[config.mk]
export PLATFORM = sky130hd
export DESIGN_NAME = pipeline_top
export DESIGN_NICKNAME = d
export VERILOG_FILES = /design/src/design/core_pkg.sv /design/src/design/pipeline_top.sv /design/src/design/int_execute.sv /design/src/design/forward_unit.sv /design/src/design/int_decode.sv /design/src/design/reg_file.sv
export SDC_FILE = /design/constraint.sdc
export NUM_CORES = 2
export LEC_CHECK = 0
export ABC_CLOCK_PERIOD_IN_PS = 6300
export BUFFER_PORTS_ARGS = -buffer_cell sky130_fd_sc_hd__buf_2
export CORE_MARGIN = 2
export CORE_UTILIZATION = 65
export CTS_BUF_LIST = sky130_fd_sc_hd__clkbuf_16
export DETAILED_ROUTE_END_ITERATION = 6
export PLACE_DENSITY = 0.82
export SLEW_MARGIN = 20
export SYNTH_ARGS = -nofsm -noshare
export SYNTH_HDL_FRONTEND = slang
export SYNTH_HIERARCHICAL = 1
export SYNTH_SLANG_ARGS = --single-unit
[constraint.sdc]
create_clock -name clk -period 6.3 [get_ports clk]
set_input_delay 0.63 -clock clk [delete_from_list [all_inputs] [get_ports clk]]
set_output_delay 0.63 -clock clk [all_outputs]
set_load 0.02 [all_outputs]
[src/design/core_pkg.sv]
package core_pkg;

    // Data path width
    localparam int unsigned XLEN = 32;

    localparam int unsigned REG_IDX_W = 5;
    localparam int unsigned INSTR_W   = 32;

    typedef logic [XLEN-1:0]      word_t;
    typedef logic [REG_IDX_W-1:0] reg_idx_t;
    typedef logic [INSTR_W-1:0]   instr_t;

    // Major opcodes that the core accepts
    typedef enum logic [6:0] {
        OPCODE_OP     = 7'b0110011,
        OPCODE_OP_IMM = 7'b0010011
    } opcode_e;

    typedef enum logic [2:0] {
        ALU_ADD = 3'd0,
        ALU_SUB = 3'd1,
        ALU_AND = 3'd2,
        ALU_OR  = 3'd3,
        ALU_XOR = 3'd4,
        ALU_SLT = 3'd5
    } alu_op_e;

    // Issue bundle, decode to execute
    typedef struct packed {
        logic     valid;
        alu_op_e  alu_op;
        reg_idx_t rd;
        word_t    operand_a;
        word_t    operand_b;
    } id2exe_s;

    // Result bundle, used for bypass, writeback and register write
    typedef struct packed {
        logic     valid;
        reg_idx_t rd;
        word_t    data;
    } wrb_s;

endpackage : core_pkg
[src/design/pipeline_top.sv]
module pipeline_top import core_pkg::*; (
    input  logic   clk,
    input  logic   rst_n,

    // Instruction strobe, no back-pressure
    input  logic   instr_valid_i,
    input  instr_t instr_i,

    // Retired results
    output wrb_s   wrb_o
);

    reg_idx_t rs1_idx;
    reg_idx_t rs2_idx;
    word_t    rs1_data;
    word_t    rs2_data;
    word_t    rs1_val;
    word_t    rs2_val;
    id2exe_s  id2exe;
    wrb_s     exe_fwd;
    wrb_s     wrb;

    int_decode decode_module (
        .clk           (clk),
        .rst_n         (rst_n),
        .instr_valid_i (instr_valid_i),
        .instr_i       (instr_i),
        .rs1_idx_o     (rs1_idx),
        .rs2_idx_o     (rs2_idx),
        .rs1_val_i     (rs1_val),
        .rs2_val_i     (rs2_val),
        .id2exe_o      (id2exe)
    );

    reg_file reg_file_module (
        .clk        (clk),
        .rst_n      (rst_n),
        .rs1_idx_i  (rs1_idx),
        .rs2_idx_i  (rs2_idx),
        .rs1_data_o (rs1_data),
        .rs2_data_o (rs2_data),
        .wrb_i      (wrb)
    );

    forward_unit forward_module (
        .rs1_idx_i  (rs1_idx),
        .rs2_idx_i  (rs2_idx),
        .rs1_data_i (rs1_data),
        .rs2_data_i (rs2_data),
        .exe_fwd_i  (exe_fwd),
        .wrb_i      (wrb),
        .rs1_val_o  (rs1_val),
        .rs2_val_o  (rs2_val)
    );

    int_execute execute_module (
        .clk       (clk),
        .rst_n     (rst_n),
        .id2exe_i  (id2exe),
        .exe_fwd_o (exe_fwd),
        .wrb_o     (wrb)
    );

    assign wrb_o = wrb;

endmodule : pipeline_top

[src/design/int_execute.sv]
module int_execute import core_pkg::*; (
    input  logic    clk,
    input  logic    rst_n,

    input  id2exe_s id2exe_i,

    // Combinational result for the bypass path
    output wrb_s    exe_fwd_o,
    // Registered writeback
    output wrb_s    wrb_o
);

    word_t alu_result;
    word_t op_a;
    word_t op_b;
    wrb_s  wrb_d;
    wrb_s  wrb_q;

    assign op_a = id2exe_i.operand_a;
    assign op_b = id2exe_i.operand_b;

    always_comb begin
        case (id2exe_i.alu_op)
            ALU_ADD: alu_result = op_a + op_b;
            ALU_SUB: alu_result = op_a - op_b;
            ALU_AND: alu_result = op_a & op_b;
            ALU_OR:  alu_result = op_a | op_b;
            ALU_XOR: alu_result = op_a ^ op_b;
            // Signed compare, result is 0 or 1
            ALU_SLT: alu_result = {{(XLEN-1){1'b0}}, ($signed(op_a) < $signed(op_b))};
            default: alu_result = '0;
        endcase
    end

    always_comb begin
        wrb_d.valid = id2exe_i.valid;
        wrb_d.rd    = id2exe_i.rd;
        wrb_d.data  = alu_result;
    end

    assign exe_fwd_o = wrb_d;

    // Execute to writeback stage register
    always_ff @(posedge clk) begin
        if (!rst_n) begin
            wrb_q.valid <= 1'b0;
        end else begin
            wrb_q <= wrb_d;
        end
    end

    assign wrb_o = wrb_q;

endmodule : int_execute

[src/design/forward_unit.sv]
module forward_unit import core_pkg::*; (
    input  reg_idx_t rs1_idx_i,
    input  reg_idx_t rs2_idx_i,
    input  word_t    rs1_data_i,
    input  word_t    rs2_data_i,

    // Bypass sources
    input  wrb_s     exe_fwd_i,
    input  wrb_s     wrb_i,

    output word_t    rs1_val_o,
    output word_t    rs2_val_o
);

    // Execute holds the younger result, so it is checked first
    function automatic word_t resolve(
        input reg_idx_t idx,
        input word_t    rf_data,
        input wrb_s     exe,
        input wrb_s     wrb
    );
        if (idx == '0) begin
            return '0;
        end else if (exe.valid && (exe.rd == idx)) begin
            return exe.data;
        end else if (wrb.valid && (wrb.rd == idx)) begin
            return wrb.data;
        end
        return rf_data;
    endfunction

    assign rs1_val_o = resolve(rs1_idx_i, rs1_data_i, exe_fwd_i, wrb_i);
    assign rs2_val_o = resolve(rs2_idx_i, rs2_data_i, exe_fwd_i, wrb_i);

endmodule : forward_unit

[src/design/int_decode.sv]
module int_decode import core_pkg::*; (
    input  logic     clk,
    input  logic     rst_n,

    input  logic     instr_valid_i,
    input  instr_t   instr_i,

    // Source indices out, resolved values back from forwarding
    output reg_idx_t rs1_idx_o,
    output reg_idx_t rs2_idx_o,
    input  word_t    rs1_val_i,
    input  word_t    rs2_val_i,

    output id2exe_s  id2exe_o
);

    localparam logic [2:0] F3_ADD_SUB = 3'b000;
    localparam logic [2:0] F3_SLT     = 3'b010;
    localparam logic [2:0] F3_XOR     = 3'b100;
    localparam logic [2:0] F3_OR      = 3'b110;
    localparam logic [2:0] F3_AND     = 3'b111;

    localparam logic [6:0] F7_BASE = 7'b0000000;
    localparam logic [6:0] F7_ALT  = 7'b0100000;

    opcode_e    opcode;
    logic [2:0] funct3;
    logic [6:0] funct7;
    reg_idx_t   rd;
    word_t      imm_i;
    alu_op_e    alu_op;
    logic       supported;
    logic       use_imm;
    id2exe_s    id2exe_d;
    id2exe_s    id2exe_q;

    // Field extraction
    assign opcode    = opcode_e'(instr_i[6:0]);
    assign rd        = instr_i[11:7];
    assign funct3    = instr_i[14:12];
    assign rs1_idx_o = instr_i[19:15];
    assign rs2_idx_o = instr_i[24:20];
    assign funct7    = instr_i[31:25];

    // I-type immediate, sign-extended
    assign imm_i = {{(XLEN-12){instr_i[31]}}, instr_i[31:20]};

    always_comb begin
        alu_op    = ALU_ADD;
        supported = 1'b0;
        use_imm   = 1'b0;

        case (opcode)
            OPCODE_OP: begin
                supported = 1'b1;
                case ({funct7, funct3})
                    {F7_BASE, F3_ADD_SUB}: alu_op = ALU_ADD;
                    {F7_ALT,  F3_ADD_SUB}: alu_op = ALU_SUB;
                    {F7_BASE, F3_AND}:     alu_op = ALU_AND;
                    {F7_BASE, F3_OR}:      alu_op = ALU_OR;
                    {F7_BASE, F3_XOR}:     alu_op = ALU_XOR;
                    {F7_BASE, F3_SLT}:     alu_op = ALU_SLT;
                    default:               supported = 1'b0;
                endcase
            end
            OPCODE_OP_IMM: begin
                // Only ADDI among the immediate forms
                if (funct3 == F3_ADD_SUB) begin
                    supported = 1'b1;
                    use_imm   = 1'b1;
                end
            end
            default: begin
                supported = 1'b0;
            end
        endcase
    end

    // Writes to x0 are dropped here so they never reach writeback
    always_comb begin
        id2exe_d.valid     = instr_valid_i && supported && (rd != '0);
        id2exe_d.alu_op    = alu_op;
        id2exe_d.rd        = rd;
        id2exe_d.operand_a = rs1_val_i;
        id2exe_d.operand_b = use_imm ? imm_i : rs2_val_i;
    end

    always_ff @(posedge clk) begin
        if (!rst_n) begin
            id2exe_q.valid <= 1'b0;
        end else begin
            id2exe_q <= id2exe_d;
        end
    end

    assign id2exe_o = id2exe_q;

endmodule : int_decode

[src/design/reg_file.sv]
module reg_file import core_pkg::*; (
    input  logic     clk,
    input  logic     rst_n,

    input  reg_idx_t rs1_idx_i,
    input  reg_idx_t rs2_idx_i,
    output word_t    rs1_data_o,
    output word_t    rs2_data_o,

    input  wrb_s     wrb_i
);

    word_t regs [32];

    always_ff @(posedge clk) begin
        if (!rst_n) begin
            for (int i = 0; i < 32; i++) begin
                regs[i] <= '0;
            end
        end else if (wrb_i.valid && (wrb_i.rd != '0)) begin
            regs[wrb_i.rd] <= wrb_i.data;
        end
    end

    // Combinational reads, x0 hard-wired to zero
    assign rs1_data_o = (rs1_idx_i == '0) ? '0 : regs[rs1_idx_i];
    assign rs2_data_o = (rs2_idx_i == '0) ? '0 : regs[rs2_idx_i];

endmodule : reg_file

* Yosys cells after proc, flatten, opt, wreduce, memory -nomap -nowiden
Memory sizes are Yosys's and may differ from the RTL's. Cells that the tools add are included.
Storage, ports and cells: memories 1, word-level logic and storage cells 77, output and inout bits 38, bits in registers 111, bits in writable memories 1024, input port bits 35
Operators by class: add/subtract/negate cells 2, magnitude comparators 1, mux-type cells 30, bitwise logic cells 3, reduce and logical (&&, ||, !) cells 16, equal/unequal tests 16
Memories:
- reg_file_module.regs | depth 32, bits a word 32, rd ports 2, clocked after memory_dff 0, wr ports 32, RTL line reg_file.sv:13 | word_t regs [32];
Operators by type and width (count):
- 32-bit two-way mux | 12
- 32-bit case mux with 6 select lines | 1
- 32-bit adder | 1
- 32-bit AND | 1
- 32-bit < comparator | 1
- 32-bit OR | 1
- 32-bit OR reduction | 1
- 32-bit subtractor | 1
- 32-bit XOR | 1
- 10-bit by 3-bit == test with 1-bit output (second input constant) | 3
- 5-bit == test | 4
- 3-bit case mux with 5 select lines | 1
- 1-bit two-way mux | 14
- 10-bit by 2-bit == test with 1-bit output (second input constant) | 1
- 10-bit by 9-bit == test with 1-bit output (second input constant) | 1
- 10-bit logical NOT | 1
- 5-bit logical NOT | 2
- 5-bit nonzero test | 2
- 7-bit by 5-bit == test with 1-bit output (second input constant) | 1
- 7-bit by 6-bit == test with 1-bit output (second input constant) | 1
- 1-bit logical AND | 7
- 3-bit by 2-bit == test with 1-bit output (second input constant) | 2
- 3-bit == test (second input constant) | 2
- 3-bit logical NOT | 2
- other kinds (4) | 4

* Logic depth before layout (Yosys ltp)
depth in word-level cells 7, gate-level depth with buffers 15, depth with buffers taken out 15

* By module
Netlist, hierarchy kept.
Modules (own cells, without submodules):
- reg_file | area each 54204.5 µm², instances 1, cells an instance 3509
- int_execute | area each 6356.1 µm², instances 1, cells an instance 816
- int_decode | area each 2782.7 µm², instances 1, cells an instance 144
- forward_unit | area each 1684.1 µm², instances 1, cells an instance 328

* Worst setup path before layout
Ideal clock, no wire load.
path kind input -> register, start input port rst_n, end memory reg_file_module/regs[28][0] (netlist name) (enable), arrival time 3.710 ns, data required time 5.834 ns, stages on the path 5, setup slack 2.124 ns, cell sequence buf_2 nand2_1 or3_1 clkbuf_1 o21ai_0
RTL lines:
- start, declared | RTL line pipeline_top.sv:3 | input logic rst_n,
- end, declared | RTL line reg_file.sv:13

==> metrics.txt <==
# TYPE chip_impl_metric gauge
chip_impl_metric{name="post-route-worst-setup-slack",unit="ns"} 2.180
chip_impl_metric{name="fin_setup_tns",unit="ns"} 0
chip_impl_metric{name="cts_buffer_depth",unit=""} 3
chip_impl_metric{name="post_cts_resize_count",unit=""} 0
chip_impl_metric{name="power.ir.vdd_worst",unit="mV"} 0.2376
chip_impl_metric{name="yosys_warnings",unit=""} 6
chip_impl_metric{name="routabilityCongestion",unit=""} 1.007
chip_impl_info{name="classification_of_the_worst_slack_hold_path",value="in2reg"} 1
chip_impl_metric{name="grt_pass1_vias",unit=""} 45425
chip_impl_metric{name="hpwl",unit="µm"} 132500
chip_impl_metric{name="area_growth_syn_to_layout",unit="%"} 8.333
chip_impl_metric{name="power.switching",unit="mW"} 5.114
chip_impl_metric{name="vias",unit=""} 46222
chip_impl_metric{name="skew",unit="ns"} 0.03588
chip_impl_metric{name="detail_route.drc_violations",unit=""} 33
chip_impl_metric{name="ys_ff_latch",unit=""} 1135
chip_impl_metric{name="postCtsHoldBufs",unit=""} 0
chip_impl_info{name="outcome",value="complete, but fails checks"} 1
chip_impl_metric{name="final.min_clock_period",unit="ns"} 4.120
chip_impl_metric{name="cts-buffers-inserted",unit=""} 113
chip_impl_metric{name="detail-route-antenna-nets",unit=""} 0
chip_impl_metric{name="worst_ep_arrival_time",unit="ns"} 4.58
chip_impl_metric{name="post_route_cells_drive_above_1_share",unit="%"} 21.33
chip_impl_metric{name="routed_wl",unit="µm"} 213600
chip_impl_metric{name="grt_overflow",unit=""} 0
chip_impl_info{name="cell_repeated_most_along_the_worst_path",value="sky130_fd_sc_hd__nand3_1"} 1
chip_impl_metric{name="synth_cell_type_count",unit=""} 99
chip_impl_metric{name="synthSimpleGateAreaFrac",unit="%"} 13.29
chip_impl_metric{name="timing.reg2reg.setup_slack",unit="ns"} 2.18
chip_impl_metric{name="power.share.switching",unit="%"} 27.75
chip_impl_info{name="cell_by_cell_listing_of_the_critical_path",value="inv_1 > ha_1 > o211ai_1 > nand2_1 > nand3_1 > o41ai_4 > a41oi_2 > nor2_1 > o31ai_1 > a2111o_1 > nand3_1 > o21ai_0 > a31oi_1"} 1
chip_impl_metric{name="io_pins",unit=""} 73
chip_impl_metric{name="internal_power",unit="mW"} 13.32
chip_impl_metric{name="setup-violations-final",unit=""} 0
chip_impl_metric{name="synth-edff-count",unit=""} 1133
chip_impl_metric{name="post_drt_wl_per_cell",unit="µm"} 35.02
chip_impl_info{name="synth_top_family_by_area",value="multiplexers"} 1
chip_impl_metric{name="antenna_found_initial",unit=""} 14
chip_impl_metric{name="dp_worst_setup_slack",unit="ns"} 2.028
chip_impl_info{name="root_buffer",value="sky130_fd_sc_hd__clkbuf_16"} 1
chip_impl_metric{name="mappedNetlistArea",unit="mm²"} 0.06503
chip_impl_metric{name="yosys.area_share.adder",unit="%"} 2.005
chip_impl_metric{name="clk_pin_slew",unit="ns"} 0.07
chip_impl_metric{name="timing.max_slew.rel_slack",unit="%"} 13.68
chip_impl_info{name="synth_commonest_cells",value="sky130_fd_sc_hd__edfxtp_1, sky130_fd_sc_hd__and2_1, sky130_fd_sc_hd__mux4_2"} 1
chip_impl_info{name="setup.worst_path.end_class",value="register"} 1
chip_impl_metric{name="fraction_of_registers_with_async_set_or_reset_after_synthesis",unit="%"} 0
chip_impl_metric{name="cellLeakagePower",unit="nW"} 25.96
chip_impl_metric{name="fp.dieH",unit="µm"} 320.3
chip_impl_metric{name="grt_max_degree",unit=""} 96
chip_impl_metric{name="drt_initial_violations",unit=""} 8452
chip_impl_metric{name="cap_violations",unit=""} 0
chip_impl_metric{name="finalMaxSlewViolations",unit=""} 0
chip_impl_metric{name="h-tree-depth",unit=""} 3
chip_impl_info{name="synth.largest_area_cell",value="sky130_fd_sc_hd__edfxtp_1"} 1
chip_impl_metric{name="worstSkewPairLatency",unit="ns"} 0.75
chip_impl_metric{name="report.final.hold_viol_count",unit=""} 0
chip_impl_metric{name="seqPwrFrac",unit="%"} 48.2
chip_impl_info{name="start_kind",value="register"} 1
chip_impl_metric{name="p_comb_share",unit="%"} 16.0
chip_impl_info{name="setup_repair_after_global_routing_missed_its_margin",value="no"} 1
chip_impl_info{name="netlist_top_cells_area",value="sky130_fd_sc_hd__edfxtp_1, sky130_fd_sc_hd__mux4_2, sky130_fd_sc_hd__and2_1, sky130_fd_sc_hd__mux2i_1, sky130_fd_sc_hd__ha_1"} 1
chip_impl_metric{name="rr_worst_depth",unit=""} 13
chip_impl_metric{name="syn-instance-count",unit=""} 4797
chip_impl_metric{name="crit_cells",unit=""} 13
chip_impl_metric{name="viasPerCell",unit=""} 7.577
chip_impl_metric{name="port_buffers",unit=""} 72
chip_impl_metric{name="cp_data_required_time",unit="ns"} 6.76
chip_impl_metric{name="die_w",unit="µm"} 320.3
chip_impl_metric{name="synth_top_area_share",unit="%"} 52.32
chip_impl_metric{name="power.density",unit="mW/mm²"} 261.7
chip_impl_metric{name="initial_utilization",unit="%"} 65.31
chip_impl_metric{name="synth-compound-area-share",unit="%"} 7.993
chip_impl_metric{name="synthXorXnorAreaFrac",unit="%"} 0.5522
chip_impl_metric{name="power_frac_clock",unit="%"} 35.8
chip_impl_metric{name="die_area",unit="mm²"} 0.1026
chip_impl_info{name="worstSetupPathType",value="reg2reg"} 1
chip_impl_metric{name="buffers_and_inverters_on_the_worst_path",unit=""} 1
chip_impl_metric{name="nNetsFinal",unit=""} 4837
chip_impl_metric{name="grt_pass1_wl",unit="µm"} 306200
chip_impl_metric{name="std_cell_rows",unit=""} 116
chip_impl_metric{name="all_layer_global_routing_usage",unit="%"} 41.56
chip_impl_metric{name="clock.fmax",unit="GHz"} 0.2427
chip_impl_metric{name="critical_path.max_stage_delay",unit="ns"} 0.55
chip_impl_info{name="critPathTopFamily",value="compound AO/OA/AOI/OAI gates"} 1
chip_impl_metric{name="worstHoldPathCells",unit=""} 1
chip_impl_metric{name="core_area",unit="mm²"} 0.09957
chip_impl_metric{name="layout.filler_cells",unit=""} 6301
chip_impl_info{name="violations",value="design-rule violations"} 1
chip_impl_info{name="yosysMostFrequentCell",value="sky130_fd_sc_hd__edfxtp_1"} 1
chip_impl_metric{name="cts_setup_buffers",unit=""} 0
chip_impl_metric{name="cts.sink_count",unit=""} 1135
chip_impl_info{name="clock_tree_from_tritoncts",value="done"} 1
chip_impl_info{name="postSynth.topFlopCell",value="sky130_fd_sc_hd__edfxtp_1"} 1
chip_impl_info{name="cp_slowest_cell",value="sky130_fd_sc_hd__ha_1"} 1
chip_impl_metric{name="yosys-mux-area-fraction",unit="%"} 19.53
chip_impl_metric{name="post-route-period-util",unit="%"} 65.39
chip_impl_metric{name="worst-path-max-fanout",unit=""} 10
chip_impl_metric{name="synth_seq_area_share",unit="%"} 52.38
chip_impl_metric{name="synthesis.area_per_instance",unit="µm²"} 13.56
chip_impl_metric{name="detailedRoute.firstPassIterationCount",unit=""} 7
chip_impl_metric{name="timing_worst_slew_pin_value",unit="ns"} 1.287
[area by class of cell]
cell class / count / area (µm²) / area share (%)
flip-flops and latches: 1135 / 34060 / 48.35
clock inverters: 95 / 730.7 / 1.037
diodes: 10 / 25.02 / 0.03552
inverters: 105 / 394.1 / 0.5595
repair buffers: 244 / 1983 / 2.815
well taps: 1298 / 1624 / 2.305
clock buffers: 113 / 2828 / 4.014
multi-input cells: 3100 / 28800 / 40.88
[metrics by stage]
stage	power (mW)	cell area, µm²	instances	util (%)	hold WS (ns)
finish	18.43	70450	6100	70.75	0.09301
global route	18.82	70420	6091	70.73	0.07913
CTS	18.26	70250	6082	70.56	0.06854
detailed placement	11.80	66690	5874	66.98	0.5215
global placement	11.74	66620	5870	66.91	0.5267
floorplan	10.81	65140	4828	-	0.4277
[worst register-to-register path: cells and delay by family, from the launching register on]
family                   cells  cell delay (ns)
AND/OR/NAND/NOR              4             0.78
adder cells (fa/ha/maj)      1             0.55
AO/OA/AOI/OAI                7             2.03
buffers and inverters        1             0.09
flip-flops                   1             0.42
[registers in the layout (all words and copies together), names as in the netlist]
register / flops
execute_module/wrb_o: 38
reg_file_module/regs: 1024
decode_module/id2exe_o: 73
[layout by cell type, fill, tap and decap left out, types with 17 or more instances in the layout]
| master | count |
|---|---|
| sky130_fd_sc_hd__edfxtp_1 | 1133 |
| sky130_fd_sc_hd__xor2_1 | 18 |
| sky130_fd_sc_hd__nor2b_1 | 18 |
| sky130_fd_sc_hd__mux4_2 | 470 |
| sky130_fd_sc_hd__xnor2_1 | 23 |
| sky130_fd_sc_hd__and2_1 | 1003 |
| sky130_fd_sc_hd__clkinv_2 | 23 |
| sky130_fd_sc_hd__o221ai_1 | 28 |
| sky130_fd_sc_hd__o21ai_0 | 117 |
| sky130_fd_sc_hd__nor2_1 | 68 |
| sky130_fd_sc_hd__a211oi_1 | 45 |
| sky130_fd_sc_hd__nor3_1 | 74 |
| sky130_fd_sc_hd__inv_1 | 128 |
| sky130_fd_sc_hd__a21o_1 | 32 |
| sky130_fd_sc_hd__nor2_2 | 34 |
| sky130_fd_sc_hd__a21oi_1 | 78 |
| sky130_fd_sc_hd__a22o_1 | 52 |
| sky130_fd_sc_hd__o21ai_4 | 31 |
| sky130_fd_sc_hd__nand2_1 | 190 |
| sky130_fd_sc_hd__o22ai_1 | 92 |
| sky130_fd_sc_hd__clkinv_1 | 30 |
| sky130_fd_sc_hd__clkbuf_16 | 114 |
| sky130_fd_sc_hd__mux2_2 | 32 |
| sky130_fd_sc_hd__mux2i_1 | 162 |
| sky130_fd_sc_hd__a22oi_1 | 37 |
| sky130_fd_sc_hd__nand3_1 | 25 |
| sky130_fd_sc_hd__a2111oi_0 | 17 |
| sky130_fd_sc_hd__a31oi_1 | 82 |
| sky130_fd_sc_hd__conb_1 | 32 |
| sky130_fd_sc_hd__buf_4 | 152 |
| sky130_fd_sc_hd__nor4_1 | 18 |
| sky130_fd_sc_hd__buf_2 | 64 |
| sky130_fd_sc_hd__ha_1 | 101 |
[power groups by stage]
stage                     Clock, mW  Sequential [mW]  Combinational, mW
after global routing           6.88             8.90               3.04
after floorplan                   0             8.98               1.83
final                          6.60             8.88               2.95
after CTS                      6.59             8.89               2.77
after detailed placement          0             9.04               2.76
after global placement            0             9.04               2.70
[layer usage]
| layer | wire length [µm] | share of wire (%) | up-vias | GRT usage [%] |
|---|---|---|---|---|
| met4 | 14670 | 6.9 | 12 | 23.65 |
| li1 | - | - | 18085 | - |
| met1 | 68120 | 32 | 22457 | 52.95 |
| met5 | 120 | 0.056 | - | 0.1891 |
| met2 | 94670 | 44 | 4589 | 62.18 |
| met3 | 36060 | 17 | 1079 | 14.99 |
[worst paths after layout]
| check | start | endpoint |
|---|---|---|
| hold / removal | instr_i[9] | decode_module/id2exe_o[66] |
| hold reg to reg | decode_module/id2exe_o[72] | execute_module/wrb_o[37] |
| setup / recovery | decode_module/id2exe_o[6] | decode_module/id2exe_o[61] |
| setup reg to reg | decode_module/id2exe_o[6] | decode_module/id2exe_o[61] |
[cells by family after synthesis]
family	after synthesis
compound gates	749
xor+xnor	41
fa+ha+maj	103
buf+inv	593
flops	1135
mux	673
other cells	1
simple gates	1502
Power figures use the tool's default switching activity.
